<file path="src/hdl/dcache_pkg.sv">
/*
 * data cache shared types
 * address fields, word and line types, metadata, the processor and
 * memory request formats, and the controller/datapath command structs
 */

package dcache_pkg;

    localparam int DEFAULT_NUM_SETS = 4;
    localparam int WORDS_PER_LINE   = 2;

    // address split for the default geometry
    localparam int SET_BITS = $clog2(DEFAULT_NUM_SETS);
    localparam int TAG_BITS = 16 - SET_BITS - 3;

    typedef logic [31:0] word_t;
    typedef logic [3:0]  byte_mask_t;

    // 16-bit byte address, high to low
    typedef struct packed {
        logic [TAG_BITS-1:0] tag;
        logic [SET_BITS-1:0] set_idx;
        logic                word_idx;
        logic [1:0]          byte_off;
    } addr_t;

    typedef word_t [WORDS_PER_LINE-1:0] line_t;

    // one way's tag entry
    typedef struct packed {
        logic                valid;
        logic                dirty;
        logic [TAG_BITS-1:0] tag;
    } meta_t;

    typedef struct packed {
        logic       write;
        addr_t      addr;
        word_t      wdata;
        byte_mask_t mask;
    } cpu_req_t;

    // one memory transfer, word aligned
    typedef struct packed {
        logic  write;
        addr_t addr;
        word_t wdata;
    } mem_cmd_t;

    typedef struct packed {
        logic lookup;
        logic store_write;
        logic fill_capture;
        logic line_write;
        logic touch;
    } line_ctrl_t;

    typedef struct packed {
        logic hit;
        logic victim_dirty;
    } line_status_t;

endpackage
</file>
<file path="src/hdl/dcache_top.sv">
/*
 * 2-way set-associative write-back data cache
 * controller, beat counter, datapath and tag/data arrays
 */

`timescale 1ns/1ps

module dcache_top #(
    parameter int NUM_SETS = dcache_pkg::DEFAULT_NUM_SETS
) (
    input  logic                 clock,
    input  logic                 reset,
    input  logic                 cpu_req,
    input  dcache_pkg::cpu_req_t cpu_cmd,
    output logic                 cpu_ack,
    output dcache_pkg::word_t    cpu_rdata,
    output logic                 mem_req,
    output dcache_pkg::mem_cmd_t mem_cmd,
    input  logic                 mem_ack,
    input  dcache_pkg::word_t    mem_rdata
);

    import dcache_pkg::*;

    localparam int SET_W = $clog2(NUM_SETS);

    // one array row carries both ways of a set
    typedef meta_t [1:0] meta_pair_t;
    typedef line_t [1:0] line_pair_t;

    line_ctrl_t       ctrl;
    line_status_t     status;
    logic             beat;
    logic             beat_last;
    logic             beat_step;
    logic             mem_write;
    mem_cmd_t         dp_cmd;
    logic [SET_W-1:0] tag_addr;
    logic [SET_W-1:0] data_addr;
    logic             tag_we;
    logic             data_we;
    meta_pair_t       tag_wdata;
    meta_pair_t       tag_rdata;
    line_pair_t       data_wdata;
    line_pair_t       data_rdata;

    miss_fsm miss_fsm_i (
        .clock     (clock),
        .reset     (reset),
        .cpu_req   (cpu_req),
        .mem_ack   (mem_ack),
        .cpu_ack   (cpu_ack),
        .mem_req   (mem_req),
        .status    (status),
        .ctrl      (ctrl),
        .beat_last (beat_last),
        .beat_step (beat_step),
        .mem_write (mem_write)
    );

    beat_counter beat_counter_i (
        .clock (clock),
        .reset (reset),
        .step  (beat_step),
        .beat  (beat),
        .last  (beat_last)
    );

    line_datapath #(
        .NUM_SETS (NUM_SETS)
    ) line_datapath_i (
        .clock             (clock),
        .reset             (reset),
        .cpu_cmd           (cpu_cmd),
        .ctrl              (ctrl),
        .status            (status),
        .beat              (beat),
        .mem_rdata         (mem_rdata),
        .mem_cmd_addr_word (dp_cmd),
        .cpu_rdata         (cpu_rdata),
        .tag_addr          (tag_addr),
        .tag_we            (tag_we),
        .tag_wdata         (tag_wdata),
        .tag_rdata         (tag_rdata),
        .data_addr         (data_addr),
        .data_we           (data_we),
        .data_wdata        (data_wdata),
        .data_rdata        (data_rdata)
    );

    way_store #(
        .entry_t (meta_pair_t),
        .DEPTH   (NUM_SETS)
    ) tag_store (
        .clock (clock),
        .raddr (tag_addr),
        .waddr (tag_addr),
        .rdata (tag_rdata),
        .we    (tag_we),
        .wdata (tag_wdata)
    );

    way_store #(
        .entry_t (line_pair_t),
        .DEPTH   (NUM_SETS)
    ) data_store (
        .clock (clock),
        .raddr (data_addr),
        .waddr (data_addr),
        .rdata (data_rdata),
        .we    (data_we),
        .wdata (data_wdata)
    );

    // transfer direction comes from the controller
    assign mem_cmd = '{write: mem_write, addr: dp_cmd.addr, wdata: dp_cmd.wdata};

endmodule

</file>
<file path="src/hdl/line_datapath.sv">
/*
 * cache line datapath
 * tag compare, LRU and valid bits, victim choice, store merge,
 * fill assembly, load word select and write-back address
 */

`timescale 1ns/1ps

module line_datapath #(
    parameter int NUM_SETS = dcache_pkg::DEFAULT_NUM_SETS
) (
    input  logic                          clock,
    input  logic                          reset,
    input  dcache_pkg::cpu_req_t          cpu_cmd,
    input  dcache_pkg::line_ctrl_t        ctrl,
    output dcache_pkg::line_status_t      status,
    input  logic                          beat,
    input  dcache_pkg::word_t             mem_rdata,
    output dcache_pkg::mem_cmd_t          mem_cmd_addr_word,
    output dcache_pkg::word_t             cpu_rdata,
    output logic [$clog2(NUM_SETS)-1:0]   tag_addr,
    output logic                          tag_we,
    output dcache_pkg::meta_t [1:0]       tag_wdata,
    input  dcache_pkg::meta_t [1:0]       tag_rdata,
    output logic [$clog2(NUM_SETS)-1:0]   data_addr,
    output logic                          data_we,
    output dcache_pkg::line_t [1:0]       data_wdata,
    input  dcache_pkg::line_t [1:0]       data_rdata
);

    import dcache_pkg::*;

    localparam int SET_W = $clog2(NUM_SETS);

    logic [SET_W-1:0]          set_idx;
    logic [1:0]                way_hit;
    logic                      hit_way;
    logic                      victim;
    logic                      store_en;
    logic [NUM_SETS-1:0][1:0]  valid_q;
    logic [NUM_SETS-1:0]       lru_q;
    logic                      writing_back;
    logic                      beat_q;
    line_t                     fill_line;
    word_t                     merged_word;

    // both arrays always read the requested set
    assign set_idx   = SET_W'(cpu_cmd.addr.set_idx);
    assign tag_addr  = set_idx;
    assign data_addr = set_idx;

    //////////////////////////////////////////////////
    // lookup
    //////////////////////////////////////////////////

    always_comb begin
        for (int w = 0; w < 2; w++) begin
            way_hit[w] = valid_q[set_idx][w] && tag_rdata[w].valid
                         && tag_rdata[w].tag == cpu_cmd.addr.tag;
        end
    end

    assign hit_way = way_hit[1];
    // lru bit names the least recently used way
    assign victim  = lru_q[set_idx];

    assign status.hit          = |way_hit;
    assign status.victim_dirty = valid_q[set_idx][victim] && tag_rdata[victim].dirty;

    assign cpu_rdata = data_rdata[hit_way][cpu_cmd.addr.word_idx];

    //////////////////////////////////////////////////
    // line writes
    //////////////////////////////////////////////////

    always_comb begin
        merged_word = data_rdata[hit_way][cpu_cmd.addr.word_idx];
        for (int b = 0; b < 4; b++) begin
            if (cpu_cmd.mask[b]) begin
                merged_word[8*b +: 8] = cpu_cmd.wdata[8*b +: 8];
            end
        end
    end

    assign store_en = ctrl.store_write && cpu_cmd.write;
    assign tag_we   = store_en || ctrl.line_write;
    assign data_we  = store_en || ctrl.line_write;

    always_comb begin
        tag_wdata  = tag_rdata;
        data_wdata = data_rdata;
        if (ctrl.line_write) begin
            // filled line comes in clean
            tag_wdata[victim]  = '{valid: 1'b1, dirty: 1'b0, tag: cpu_cmd.addr.tag};
            data_wdata[victim] = fill_line;
        end else begin
            tag_wdata[hit_way].dirty = 1'b1;
            data_wdata[hit_way][cpu_cmd.addr.word_idx] = merged_word;
        end
    end

    //////////////////////////////////////////////////
    // memory transfer address and data
    //////////////////////////////////////////////////

    always_comb begin
        mem_cmd_addr_word.write         = writing_back;
        mem_cmd_addr_word.addr.tag      = writing_back ? tag_rdata[victim].tag
                                                       : cpu_cmd.addr.tag;
        mem_cmd_addr_word.addr.set_idx  = cpu_cmd.addr.set_idx;
        mem_cmd_addr_word.addr.word_idx = beat;
        mem_cmd_addr_word.addr.byte_off = 2'b00;
        mem_cmd_addr_word.wdata         = data_rdata[victim][beat];
    end

    always_ff @(posedge clock) begin
        if (reset) begin
            valid_q      <= '0;
            lru_q        <= '0;
            writing_back <= 1'b0;
            beat_q       <= 1'b0;
        end else begin
            beat_q <= beat;
            if (ctrl.line_write) begin
                valid_q[set_idx][victim] <= 1'b1;
            end
            if (ctrl.touch) begin
                lru_q[set_idx] <= ~hit_way;
            end
            // write-back ends when the beat wraps
            if (ctrl.lookup) begin
                writing_back <= !status.hit && status.victim_dirty;
            end else if (beat_q && !beat) begin
                writing_back <= 1'b0;
            end
        end
    end

    always_ff @(posedge clock) begin
        if (ctrl.fill_capture) begin
            fill_line[beat] <= mem_rdata;
        end
    end

endmodule

</file>
<file path="src/hdl/miss_fsm.sv">
/*
 * cache controller FSM
 * lookup, write-back, fill, line update and the req/ack handshakes
 * on the processor and memory sides
 */

`timescale 1ns/1ps

module miss_fsm (
    input  logic                     clock,
    input  logic                     reset,
    input  logic                     cpu_req,
    input  logic                     mem_ack,
    output logic                     cpu_ack,
    output logic                     mem_req,
    input  dcache_pkg::line_status_t status,
    output dcache_pkg::line_ctrl_t   ctrl,
    input  logic                     beat_last,
    output logic                     beat_step,
    output logic                     mem_write
);

    typedef enum logic [2:0] {
        IDLE,
        LOOKUP,
        WRITE_BACK,
        FILL,
        UPDATE,
        RESPOND,
        RELEASE
    } state_t;

    state_t state;
    state_t next_state;
    logic   drop_wait;
    logic   ack_seen;
    logic   xfer_next;

    assign ack_seen  = mem_req && mem_ack;
    assign xfer_next = next_state == WRITE_BACK || next_state == FILL;

    //////////////////////////////////////////////////
    // next state
    //////////////////////////////////////////////////

    always_comb begin
        next_state = state;
        case (state)
            IDLE: begin
                if (cpu_req) next_state = LOOKUP;
            end
            LOOKUP: begin
                if (status.hit) begin
                    next_state = RESPOND;
                end else if (status.victim_dirty) begin
                    next_state = WRITE_BACK;
                end else begin
                    next_state = FILL;
                end
            end
            WRITE_BACK: begin
                if (ack_seen && beat_last) next_state = FILL;
            end
            FILL: begin
                if (ack_seen && beat_last) next_state = UPDATE;
            end
            // replay the lookup, now a hit
            UPDATE:  next_state = LOOKUP;
            RESPOND: begin
                if (!cpu_req) next_state = RELEASE;
            end
            // ack is already low, so a new request is taken at once
            RELEASE: next_state = cpu_req ? LOOKUP : IDLE;
            default: next_state = IDLE;
        endcase
    end

    //////////////////////////////////////////////////
    // state and memory handshake
    //////////////////////////////////////////////////

    always_ff @(posedge clock) begin
        if (reset) begin
            state     <= IDLE;
            mem_req   <= 1'b0;
            drop_wait <= 1'b0;
        end else begin
            state <= next_state;
            if (ack_seen) begin
                mem_req   <= 1'b0;
                drop_wait <= 1'b1;
            end else if (drop_wait) begin
                // next transfer starts once the ack has fallen
                if (!mem_ack) begin
                    drop_wait <= 1'b0;
                    mem_req   <= xfer_next;
                end
            end else if (!mem_req) begin
                mem_req <= xfer_next;
            end
        end
    end

    assign cpu_ack   = state == RESPOND;
    assign mem_write = state == WRITE_BACK;
    assign beat_step = ack_seen;

    // datapath commands
    assign ctrl.lookup       = state == LOOKUP;
    assign ctrl.touch        = state == LOOKUP && status.hit;
    // only takes effect for stores
    assign ctrl.store_write  = state == LOOKUP && status.hit;
    assign ctrl.fill_capture = ack_seen && state == FILL;
    assign ctrl.line_write   = state == UPDATE;

endmodule

</file>
<file path="src/hdl/beat_counter.sv">
/*
 * beat counter
 * word index within a line during write-back and fill transfers
 */

`timescale 1ns/1ps

module beat_counter (
    input  logic clock,
    input  logic reset,
    input  logic step,
    output logic beat,
    output logic last
);

    import dcache_pkg::*;

    assign last = beat == 1'(WORDS_PER_LINE - 1);

    always_ff @(posedge clock) begin
        if (reset) begin
            beat <= 1'b0;
        end else if (step) begin
            // wrap after the final word
            beat <= last ? 1'b0 : beat + 1'b1;
        end
    end

endmodule

</file>
<file path="src/hdl/way_store.sv">
/*
 * way storage array
 * one row per set, registered read, write data forwarded to a
 * read of the same row in the same cycle
 */

`timescale 1ns/1ps

module way_store #(
    parameter type entry_t = logic [31:0],
    parameter int  DEPTH   = 4
) (
    input  logic                     clock,
    input  logic [$clog2(DEPTH)-1:0] raddr,
    input  logic [$clog2(DEPTH)-1:0] waddr,
    output entry_t                   rdata,
    input  logic                     we,
    input  entry_t                   wdata
);

    entry_t mem [DEPTH];

    always_ff @(posedge clock) begin
        if (we) begin
            mem[waddr] <= wdata;
        end
        // new row is visible on the very next cycle
        if (we && waddr == raddr) begin
            rdata <= wdata;
        end else begin
            rdata <= mem[raddr];
        end
    end

endmodule

</file>
<file path="config.mk">
export PLATFORM = sky130hd
export DESIGN_NAME = dcache_top
export DESIGN_NICKNAME = d
export VERILOG_FILES = /design/src/hdl/dcache_pkg.sv /design/src/hdl/dcache_top.sv /design/src/hdl/line_datapath.sv /design/src/hdl/miss_fsm.sv /design/src/hdl/beat_counter.sv /design/src/hdl/way_store.sv
export SDC_FILE = /design/constraint.sdc
export NUM_CORES = 1
export LEC_CHECK = 0
export BUFFER_PORTS_ARGS = -buffer_cell sky130_fd_sc_hd__buf_2
export CAP_MARGIN = 5
export CORE_MARGIN = 2
export CORE_UTILIZATION = 60
export DETAILED_ROUTE_END_ITERATION = 10
export GPL_TIMING_DRIVEN = 0
export PLACE_DENSITY_LB_ADDON = 0.08
export SLEW_MARGIN = 20
export SYNTH_ARGS = -nofsm -noshare
export SYNTH_HDL_FRONTEND = slang
export SYNTH_HIERARCHICAL = 1
export SYNTH_SLANG_ARGS = --single-unit
</file>
<file path="constraint.sdc">
create_clock -name clock -period 23.7 [get_ports clock]
set_input_delay 2.37 -clock clock [delete_from_list [all_inputs] [get_ports clock]]
set_output_delay 2.37 -clock clock [all_outputs]
set_load 0.05 [all_outputs]
</file>
# After elaboration in Yosys (flattened, before gate mapping)
# Memories as Yosys holds them, arrays and structs flattened. A register that Yosys moved wholly into a read port is not among the register bits.
# Cells that the tools add are included.
dict set report totals {
  latchBits 0
  mem_bits_ro 0
  n_memories 2
  inputBits 89
  word_cells 130
  output_inout_bits 83
  reg_bits 84
  ram_bits 616
}
# name words word_bits rd rd_ports_with_merged_regs write_ports line_no
set mem_list {}
lappend mem_list {data_store.mem 4 128 1 1 1 way_store.sv:21} ;# entry_t mem [DEPTH];
lappend mem_list {tag_store.mem 4 26 1 1 1 way_store.sv:21}
dict set report classes {
  eq_ne 11
  bitwise 2
  shift 0
  n_lt_le_gt_ge 10
  add_sub_neg 1
  reduce_logical 25
  n_div 0
  n_mul 0
  muxes 66
}
# cell n
set op_table {}
lappend op_table {{two-way mux 64 bit} 6}
lappend op_table {{bitwise mux 128 bit} 2}
lappend op_table {{two-way mux 32 bit} 6}
lappend op_table {{demux 64 bit (select 1 bit)} 2}
lappend op_table {{two-way mux 128 bit} 1}
lappend op_table {{bitwise mux 64 bit} 1}
lappend op_table {{demux 32 bit (select 1 bit)} 2}
lappend op_table {{bitwise mux 26 bit} 2}
lappend op_table {{two-way mux 12 bit} 3}
lappend op_table {{two-way mux 8 bit} 4}
lappend op_table {{demux 13 bit (select 1 bit)} 2}
lappend op_table {{two-way mux 26 bit} 1}
lappend op_table {{== test 11 bit} 2}
lappend op_table {{one-hot mux 3 bit (7 select lines)} 1}
lappend op_table {{two-way mux 1 bit} 18}
lappend op_table {{logical AND 1 bit} 17}
lappend op_table {{two-way mux 3 bit} 5}
lappend op_table {{two-way mux 13 bit} 1}
lappend op_table {{== test 3 x 2 -> 1 bit, second input constant} 4}
lappend op_table {{two-way mux 11 bit} 1}
lappend op_table {{== test 3 bit, second input constant} 3}
lappend op_table {{less-than comparator 1 x 2 -> 1 bit, second input constant} 4}
lappend op_table {{bitwise OR 8 bit} 1}
lappend op_table {{binary-select mux 2 bit (select 2 bit)} 1}
lappend op_table {{18 further kinds} 25}

# Logic depth before layout (Yosys ltp)
# Gate-level depths: netlist of the first run.
dict set report logic_depth {
  word_depth 12
  depth_mapped 15
  depth_no_buf 9
}

# Modules after synthesis
# The synthesis of the first run kept the hierarchy.
# mod cells_each seq_area_each_um2 area_each_um2 n_inst
set modules_own_cells {}
lappend modules_own_cells {{way_store (data_store)} 674 15414.8 18642.9 1}
lappend modules_own_cells {line_datapath 979 2202.1 9475.3 1}
lappend modules_own_cells {{way_store (tag_store)} 142 3163.0 3868.7 1}
lappend modules_own_cells {miss_fsm 42 100.1 359.1 1}
lappend modules_own_cells {beat_counter 4 20.0 40.0 1}
lappend modules_own_cells {dcache_top 1 0.0 7.5 1}

# Worst setup path after synthesis of the first run
# Ideal clock, no wire load.
dict set report synth_path {
  path_type {input -> register}
  from {input port cpu_cmd[46] (netlist bit)}
  to {memory data_store/mem[0][0] (netlist bit), enable pin}
  required_time_ns 22.901
  setup_slack_ns 9.384
  setup_time_ns 0.799
  arrival_time_ns 13.517
  path_buffers 4
  path_stages 11
  cell_sequence {xor2_1 > nor4_1 > nand4_1 > buf_4 > buf_2 > buf_1 > o31ai_1 > and2_1 > buf_4 > a21o_1 > nor3b_1}
}
# item line_no
set synth_rtl {}
lappend synth_rtl {{start: declaration} dcache_top.sv:14} ;# input dcache_pkg::cpu_req_t cpu_cmd,
lappend synth_rtl {{end: declaration} way_store.sv:21}

# Worst setup path in the final report of the first run
dict set report layout_path {
  from {input port cpu_cmd[38] (netlist bit)}
  to {output port cpu_rdata[21]}
}
dict set report layout_via {
  elab_chain_len 2
}
# item line_no
set layout_lines {}
lappend layout_lines {{two-way mux 32 bit (not written as such) (2 in series)} line_datapath.sv:70} ;# assign cpu_rdata = data_rdata[hit_way][cpu_cmd.addr.word_idx];
lappend layout_lines {{end: declaration} dcache_top.sv:16} ;# output dcache_pkg::word_t cpu_rdata,
# Every way passes these cells. The select of a mux whose other input is x is not followed.

==> summary by stage, run 1 <==
Worst setup path
Walking the worst path, the cells encountered are clkbuf_1, clkbuf_1, clkbuf_1, mux4_2, buf_2. The delay contributed by the slowest stage of the critical path is 0.96 ns. The required time of the critical path is 21.33 ns.

Counting stages on the worst path, the most repeated cell is sky130_fd_sc_hd__clkbuf_1. The kind of cell with the highest combined delay along the critical path is buffers and inverters. The critical path's slowest cell is sky130_fd_sc_hd__clkbuf_1. The number of buffers and inverters on the critical path is 4. STA classifies the critical path endpoint as an output port. The largest fanout on the critical path is 10. The data arrival at the endpoint of the critical path is 5.57 ns.

The element type at the critical path start is a primary input. The setup path with the least slack is of type in2out.

Finish
Counting the fill cells in the layout gives 3583. The core occupancy in the finished layout is 0.687. The final instance area is 36800 sq um. The number of nets in the layout is 2199. The layout overhead on the synthesized area is 13.6%. The fraction of layout instances using a drive strength above 1 is 0.281.

STA
Across the routed clock network, the largest skew measured is 0.0241 ns. The post-route minimum period is 7.94 ns. The total count of max-transition violations in the final report is 0.

Setup violations remaining at the end of the flow were counted as 0. The highest clock rate is 126 MHz. The worst max-slew margin expressed relative to the limit is 0.186. The transition time of the tightest slew-check pin is 1.22 ns. The worst hold-check slack is 0.475 ns. In the final timing run, aggregate negative setup slack is 0 ns. Setup repair after global routing left no endpoint under its margin. The number of endpoints with negative hold slack in the final report is 0. Dividing the final minimum period by the clock period gives 0.335.

Power
Of the total power, combinational logic draws 0.099. The maximum resistive drop on vdd is 57.4 uV. The power share of the sequential group is 0.503. The relative contribution of the clock network to total power is 0.398. The static power due to leakage is 10.4 nW. The switching share of power is 0.241. The power per cell area is 74.3 nW/um^2. Cell internal power was estimated by the tool at 2.08 mW. The reported net switching power is 0.658 mW.

Placement
The routability congestion estimate from global placement is 0.865. Once placement finished, the instance area stood at 34600 sq um. During placement, the flow inserted port buffers numbering 160. The half-perimeter wire length after detailed placement is 62.8 mm.

Clock tree
The hold-fix buffer count after cts is 0. The post-CTS setup repair buffer count is 0. The H-tree depth reported by CTS is 3. The latest clock arrival within the worst-skew pair is 0.63 ns.

The maximum count of clock buffers along a single path is 3. The cell at the root of the clock tree is sky130_fd_sc_hd__clkbuf_16. Clock-pin slew was measured on the worst setup and hold paths at 0.06 ns. For this design, the sink count on the clock tree is 704. Post-CTS repair changed the size of 0 cells. Clock tree synthesis inserted a total of 73 buffers. TritonCTS built the clock tree.

Routing
In the routed layout, each cell is associated on average with a via count of 7.30. The total via count after detailed routing is 20900. For this run, design rule violations remaining after detail routing come to 0. The count of nets left with antenna violations once routing finished came out at 0. The detailed router finished its first iteration with 2932 violations.

The average wire per cell in the routed design is 33.0 microns. For this block, the routed nets add up to 94.3 mm of wire. The total iterations of the first detailed-routing run is 7.

Synth
A synthesized cell averages 17.6 sq um. During synthesis, Yosys emitted a total of 6 warnings. In the synthesized netlist, the number of instances is 1841. The mapped cell area is 32400 sq um.

GRT
The initial antenna violation count is 4. For this run, the total global-route usage over all layers was measured as 0.339. The wire length of the first global-routing pass is 137 mm. The remaining global-route overflow is 0. The maximum number of pins on one net before global-route repair is 39. The via count of the first global-routing pass came to 21000.

Floorplanning
The row count is 85. The total core area is 53600 sq um. The die outline area is 55900 sq um. 172 I/O pins were placed. The die is 236 microns tall. From left edge to right edge, the die measures 236 microns.

The starting density of the core is 0.604.

Status
The flow ran to the end, and the final reports show no timing, DRC or antenna violations.

Hold path
The type of the tightest min-delay check is reg2reg.

Job
Max-cap violations in this run came to 0.
==> flip-flops by register name (all words and copies together), names as in the netlist, named ones only <==
| signal | cells |
|---|---|
| line_datapath_i/fill_line | 64 |
| tag_store/mem | 104 |
| miss_fsm_i/mem_req | 1 |
| line_datapath_i/beat_q | 1 |
| data_store/mem | 512 |
| miss_fsm_i/drop_wait | 1 |
| beat_counter_i/beat | 1 |
| line_datapath_i/valid_q | 8 |
| line_datapath_i/lru_q | 4 |
| miss_fsm_i/state | 3 |
| line_datapath_i/writing_back | 1 |
==> area by class of cell <==
cell class	count	area (sq um)	area share
Sequential cell	704	20900	0.568
Multi-Input combinational cell	943	10400	0.284
Clock buffer	90	1930	0.0525
Timing Repair Buffer	193	1270	0.0345
Buffer	186	1050	0.0285
Tap cell	696	871	0.0237
Clock inverter	34	302	0.00819
Inverter	9	33.8	0.000918
Antenna cell	1	2.50	0.0000680
==> metrics by stage <==
stage / cells / total power, mW / worst slack [ns]
finish: 2856 / 2.73 / 15.76
global route: 2855 / 2.81 / 15.92
CTS: 2855 / 2.74 / 16.10
detailed placement: 2731 / 1.66 / 16.11
global placement: 2698 / 1.66 / -0.0299
floorplan: 1842 / 1.58 / 9.38
==> power groups by stage <==
| stage | combinational [mW] | sequential [mW] | clock [mW] |
|---|---|---|---|
| floorplan | 0.177 | 1.40 | 0 |
| global placement | 0.256 | 1.40 | 0 |
| detailed placement | 0.264 | 1.40 | 0 |
| CTS | 0.265 | 1.37 | 1.10 |
| global route | 0.280 | 1.37 | 1.15 |
| finish | 0.270 | 1.37 | 1.09 |
==> tightest hold or removal path, stage by stage, from the launching register on <==
cell and delay, ns:
sky130_fd_sc_hd__dfxtp_1 0.32, sky130_fd_sc_hd__a21oi_1 0.04, sky130_fd_sc_hd__nor2_1 0.07
==> layout by cell type (no fill, tap or decap), drive strengths merged, types with 10 or more instances in the layout <==
| cell | count |
|---|---|
| edfxtp | 680 |
| buf | 276 |
| mux4 | 221 |
| clkbuf | 193 |
| mux2i | 140 |
| a22oi | 128 |
| o21ai | 69 |
| a41oi | 66 |
| a31oi | 66 |
| o31ai | 66 |
| nand2 | 38 |
| clkinv | 28 |
| nor2 | 26 |
| dfxtp | 24 |
| a21oi | 21 |
| xor2 | 12 |
| mux2 | 12 |
| xnor2 | 11 |
| inv | 10 |
==> worst paths after layout <==
path | slack [ns] | endpoint | startpoint | cells after the start
setup / recovery | 15.76 | cpu_rdata[21] | cpu_cmd[38] | 5
setup reg to reg | 17.46 | data_store/mem[0][15] | register | 19
hold / removal | 0.48 | line_datapath_i/valid_q[4] | line_datapath_i/valid_q[4] | 2
hold reg to reg | 0.48 | line_datapath_i/valid_q[4] | line_datapath_i/valid_q[4] | 2
==> routing by layer <==
layer	wire [microns]	share of wire	up-vias	track usage
li1	-	-	8378	-
met1	34600	0.37	10600	0.463
met2	44000	0.47	1613	0.524
met3	11800	0.13	278	0.0898
met4	3850	0.041	6	0.144
met5	41	0.00043	-	0
Power figures use the tool's default switching activity.
==> inputs of run 2 (changes only) <==
Settings changed: CORE_UTILIZATION 60 to 56.
Clock period 23.7 ns to 7.1 ns, I/O delays scaled along.
==> summary by stage, run 2 (synthesis results as in run 1) <==
Status
The flow ran to the end, and the final reports show no timing, DRC or antenna violations.

Finish
The core occupancy in the finished layout is 0.648. The fraction of layout instances using a drive strength above 1 is 0.286. The finished layout holds 2934 standard cells, fillers aside. The number of antenna diodes in the final layout is 0. In the layout the commonest cells are 680 x sky130_fd_sc_hd__edfxtp_1, 215 x sky130_fd_sc_hd__mux4_2, 196 x sky130_fd_sc_hd__buf_2. The leading cell type in the layout, fill and taps excluded is sky130_fd_sc_hd__edfxtp_1.

The number of flip-flops under the largest register name is 512. The net count of the finished layout is 2198. data_store/mem holds more flip-flops than any other register. The layout overhead on the synthesized area is 15.0%.

Once layout is done, the placed cells without fillers occupy 37200 sq um. The largest registers in the layout are data_store/mem (512), tag_store/mem (104), line_datapath_i/fill_line (64).

Clock tree
The CTS tree is built. Clock-pin slew was measured on the worst setup and hold paths at 0.06 ns. In this run the clock root is driven by a sky130_fd_sc_hd__clkbuf_16. The clock sink count is 704. The post-cts gate resize count is 0. The H-tree depth reported by CTS is 3. The post-CTS setup repair buffer count is 0. The maximum count of clock buffers along a single path is 3.

The TritonCTS buffer count is 74. The hold-fix buffer count after cts is 0. Clock latency on the worst-skew pair, taken at its later pin, is 0.61 ns.

Floorplanning
The floorplan step defined a core boundary enclosing 57500 sq um. The floorplan has 88 rows. The die outline area is 59800 sq um. The I/O pin total is 172.

The initial utilization of the core area, before any placement, comes to 0.563. The die is 244 microns tall. The horizontal extent of the die is 244 microns.

Worst setup path
The data arrival at the endpoint of the critical path is 6.74 ns. The critical path is of the reg2reg type. STA classifies the critical path startpoint as a register.

Of all nets on the critical path, the largest fanout is 12. Setup slack on the worst reg-to-reg path comes out at 0.66 ns. The endpoint type of the worst setup path is a register. For the worst setup path, the data required time is 7.40 ns.

STA
At the pin with the least slew margin, the transition time is 1.13 ns. The post-route minimum period is 6.44 ns. The period utilization is 0.906. Setup violations remaining at the end of the flow were counted as 0. The worst max-slew margin expressed relative to the limit is 0.244. The total count of max-transition violations in the final report was 0. Setup repair after global routing left no endpoint under its margin. The number of endpoints with negative hold slack in the final report is 0. Between clock sinks in the finished design, the worst skew comes to 0.0196 ns.

The smallest setup slack after layout is 0.665 ns. The highest clock rate is 155 MHz.

Power
Dividing total power by cell area gives a power density of 257 nW/um^2. The total power of the final layout is 9.57 mW. The maximum resistive drop on vdd is 235 uV. The static power due to leakage is 10.5 nW.

Hold path
The type of the tightest min-delay check is in2reg.

GRT
The via count of the first global-routing pass was 20700. The wire length of the first global-routing pass is 137 mm. The total routing resource utilization after global routing is 0.317.

The initial antenna violation count is 2. The remaining global-route overflow is 0. Entering global routing, the biggest net connects 44 pins.

Placement
The standard cell area after detailed placement is 34700 sq um. Once detailed placement completed, the half-perimeter wirelength came to 63.4 mm. In this run the tool buffered the top-level ports with 160 buffer cells. Timing analysis after detailed placement gives a worst setup slack of 0.716 ns. Counting tap cells, the placed design contains a total of 2797 instances. The congestion estimate from routability-driven global placement came to 0.882.

Job
The tool flagged a number of max-cap violations equal to 0.

Routing
The number of DRC markers in iteration 0 is 2841. Summing over every cut layer, the via total after detailed routing is 20700. The total iterations of the first detailed-routing run is 7. The post-detailed-route DRC marker count is 0. In this run the remaining antenna-violating nets after routing total 0.

For this block, the routed nets add up to 94.2 mm of wire. Using the TritonRoute via totals, the vias-per-cell ratio works out to 7.05. In the final routed layout, each cell accounts on average for 32.1 microns.
run 2: cell types whose count changed in the layout (fill, tap and decap cells not counted), sizes merged:
cell and delta:
buf -1, bufinv +8, clkbuf +6, clkinv -4
clkinvlp +1, diode -1
run 2: per-layer routing:
metal  global-route usage  share of wire  up-vias  wire [microns]
met5                    0        0.00014        -              13
met3               0.0751           0.11      261           10600
met1                0.439           0.38    10700           36100
met4                0.127          0.039        2            3670
li1                     -              -     8392               -
met2                0.491           0.47     1372           43800
run 2: worst paths after layout:
check,endpoint,from,cells past startpoint
setup / recovery,data_store/mem[0][40],register,18
hold reg to reg,line_datapath_i/valid_q[4],line_datapath_i/valid_q[4],2
setup reg to reg,data_store/mem[0][40],register,18
hold / removal,register,cpu_cmd[40],1
run 2: report_power, final:
part / leakage, nW / switching [mW] / internal, mW
combinational: 4.03 / 0.625 / 0.275
sequential: 5.25 / 0.0110 / 4.58
clock: 1.26 / 1.58 / 2.50
total: 10.5 / 2.22 / 7.35
run 2: area by class of cell:
class | count | area (sq um)
sequential | 704 | 20900
fill | 4108 | 20200
multi-input combinational | 943 | 10500
clock buffer | 97 | 2080
timing repair buffer | 191 | 1280
buffer | 186 | 1050
tap | 765 | 957
clock inverter | 39 | 492
inverter | 9 | 33.8
run 2: critical path, cell delays in order, from the launching register on:
cell and delay (ns):
sky130_fd_sc_hd__dfxtp_1 0.30, sky130_fd_sc_hd__clkbuf_2 0.23, sky130_fd_sc_hd__buf_2 0.38, sky130_fd_sc_hd__mux4_2 0.41, sky130_fd_sc_hd__xor2_1 0.19, sky130_fd_sc_hd__nor4_1 0.84
sky130_fd_sc_hd__nand4_1 0.19, sky130_fd_sc_hd__buf_4 0.28, sky130_fd_sc_hd__buf_2 0.30, sky130_fd_sc_hd__buf_1 0.40, sky130_fd_sc_hd__o31ai_1 0.33, sky130_fd_sc_hd__and2_1 0.41
sky130_fd_sc_hd__buf_4 0.16, sky130_fd_sc_hd__a21o_1 0.21, sky130_fd_sc_hd__nor3b_4 0.64, sky130_fd_sc_hd__buf_8 0.25, sky130_fd_sc_hd__buf_8 0.18, sky130_fd_sc_hd__buf_8 0.18
sky130_fd_sc_hd__buf_6 0.20
run 2: through the flow:
step	hold slack, ns	setup TNS [ns]
finish	0.236	0
detailed placement	0.456	0
global route	0.233	0
floorplan	0.431	0
CTS	0.214	0
global placement	0.446	-1863.68
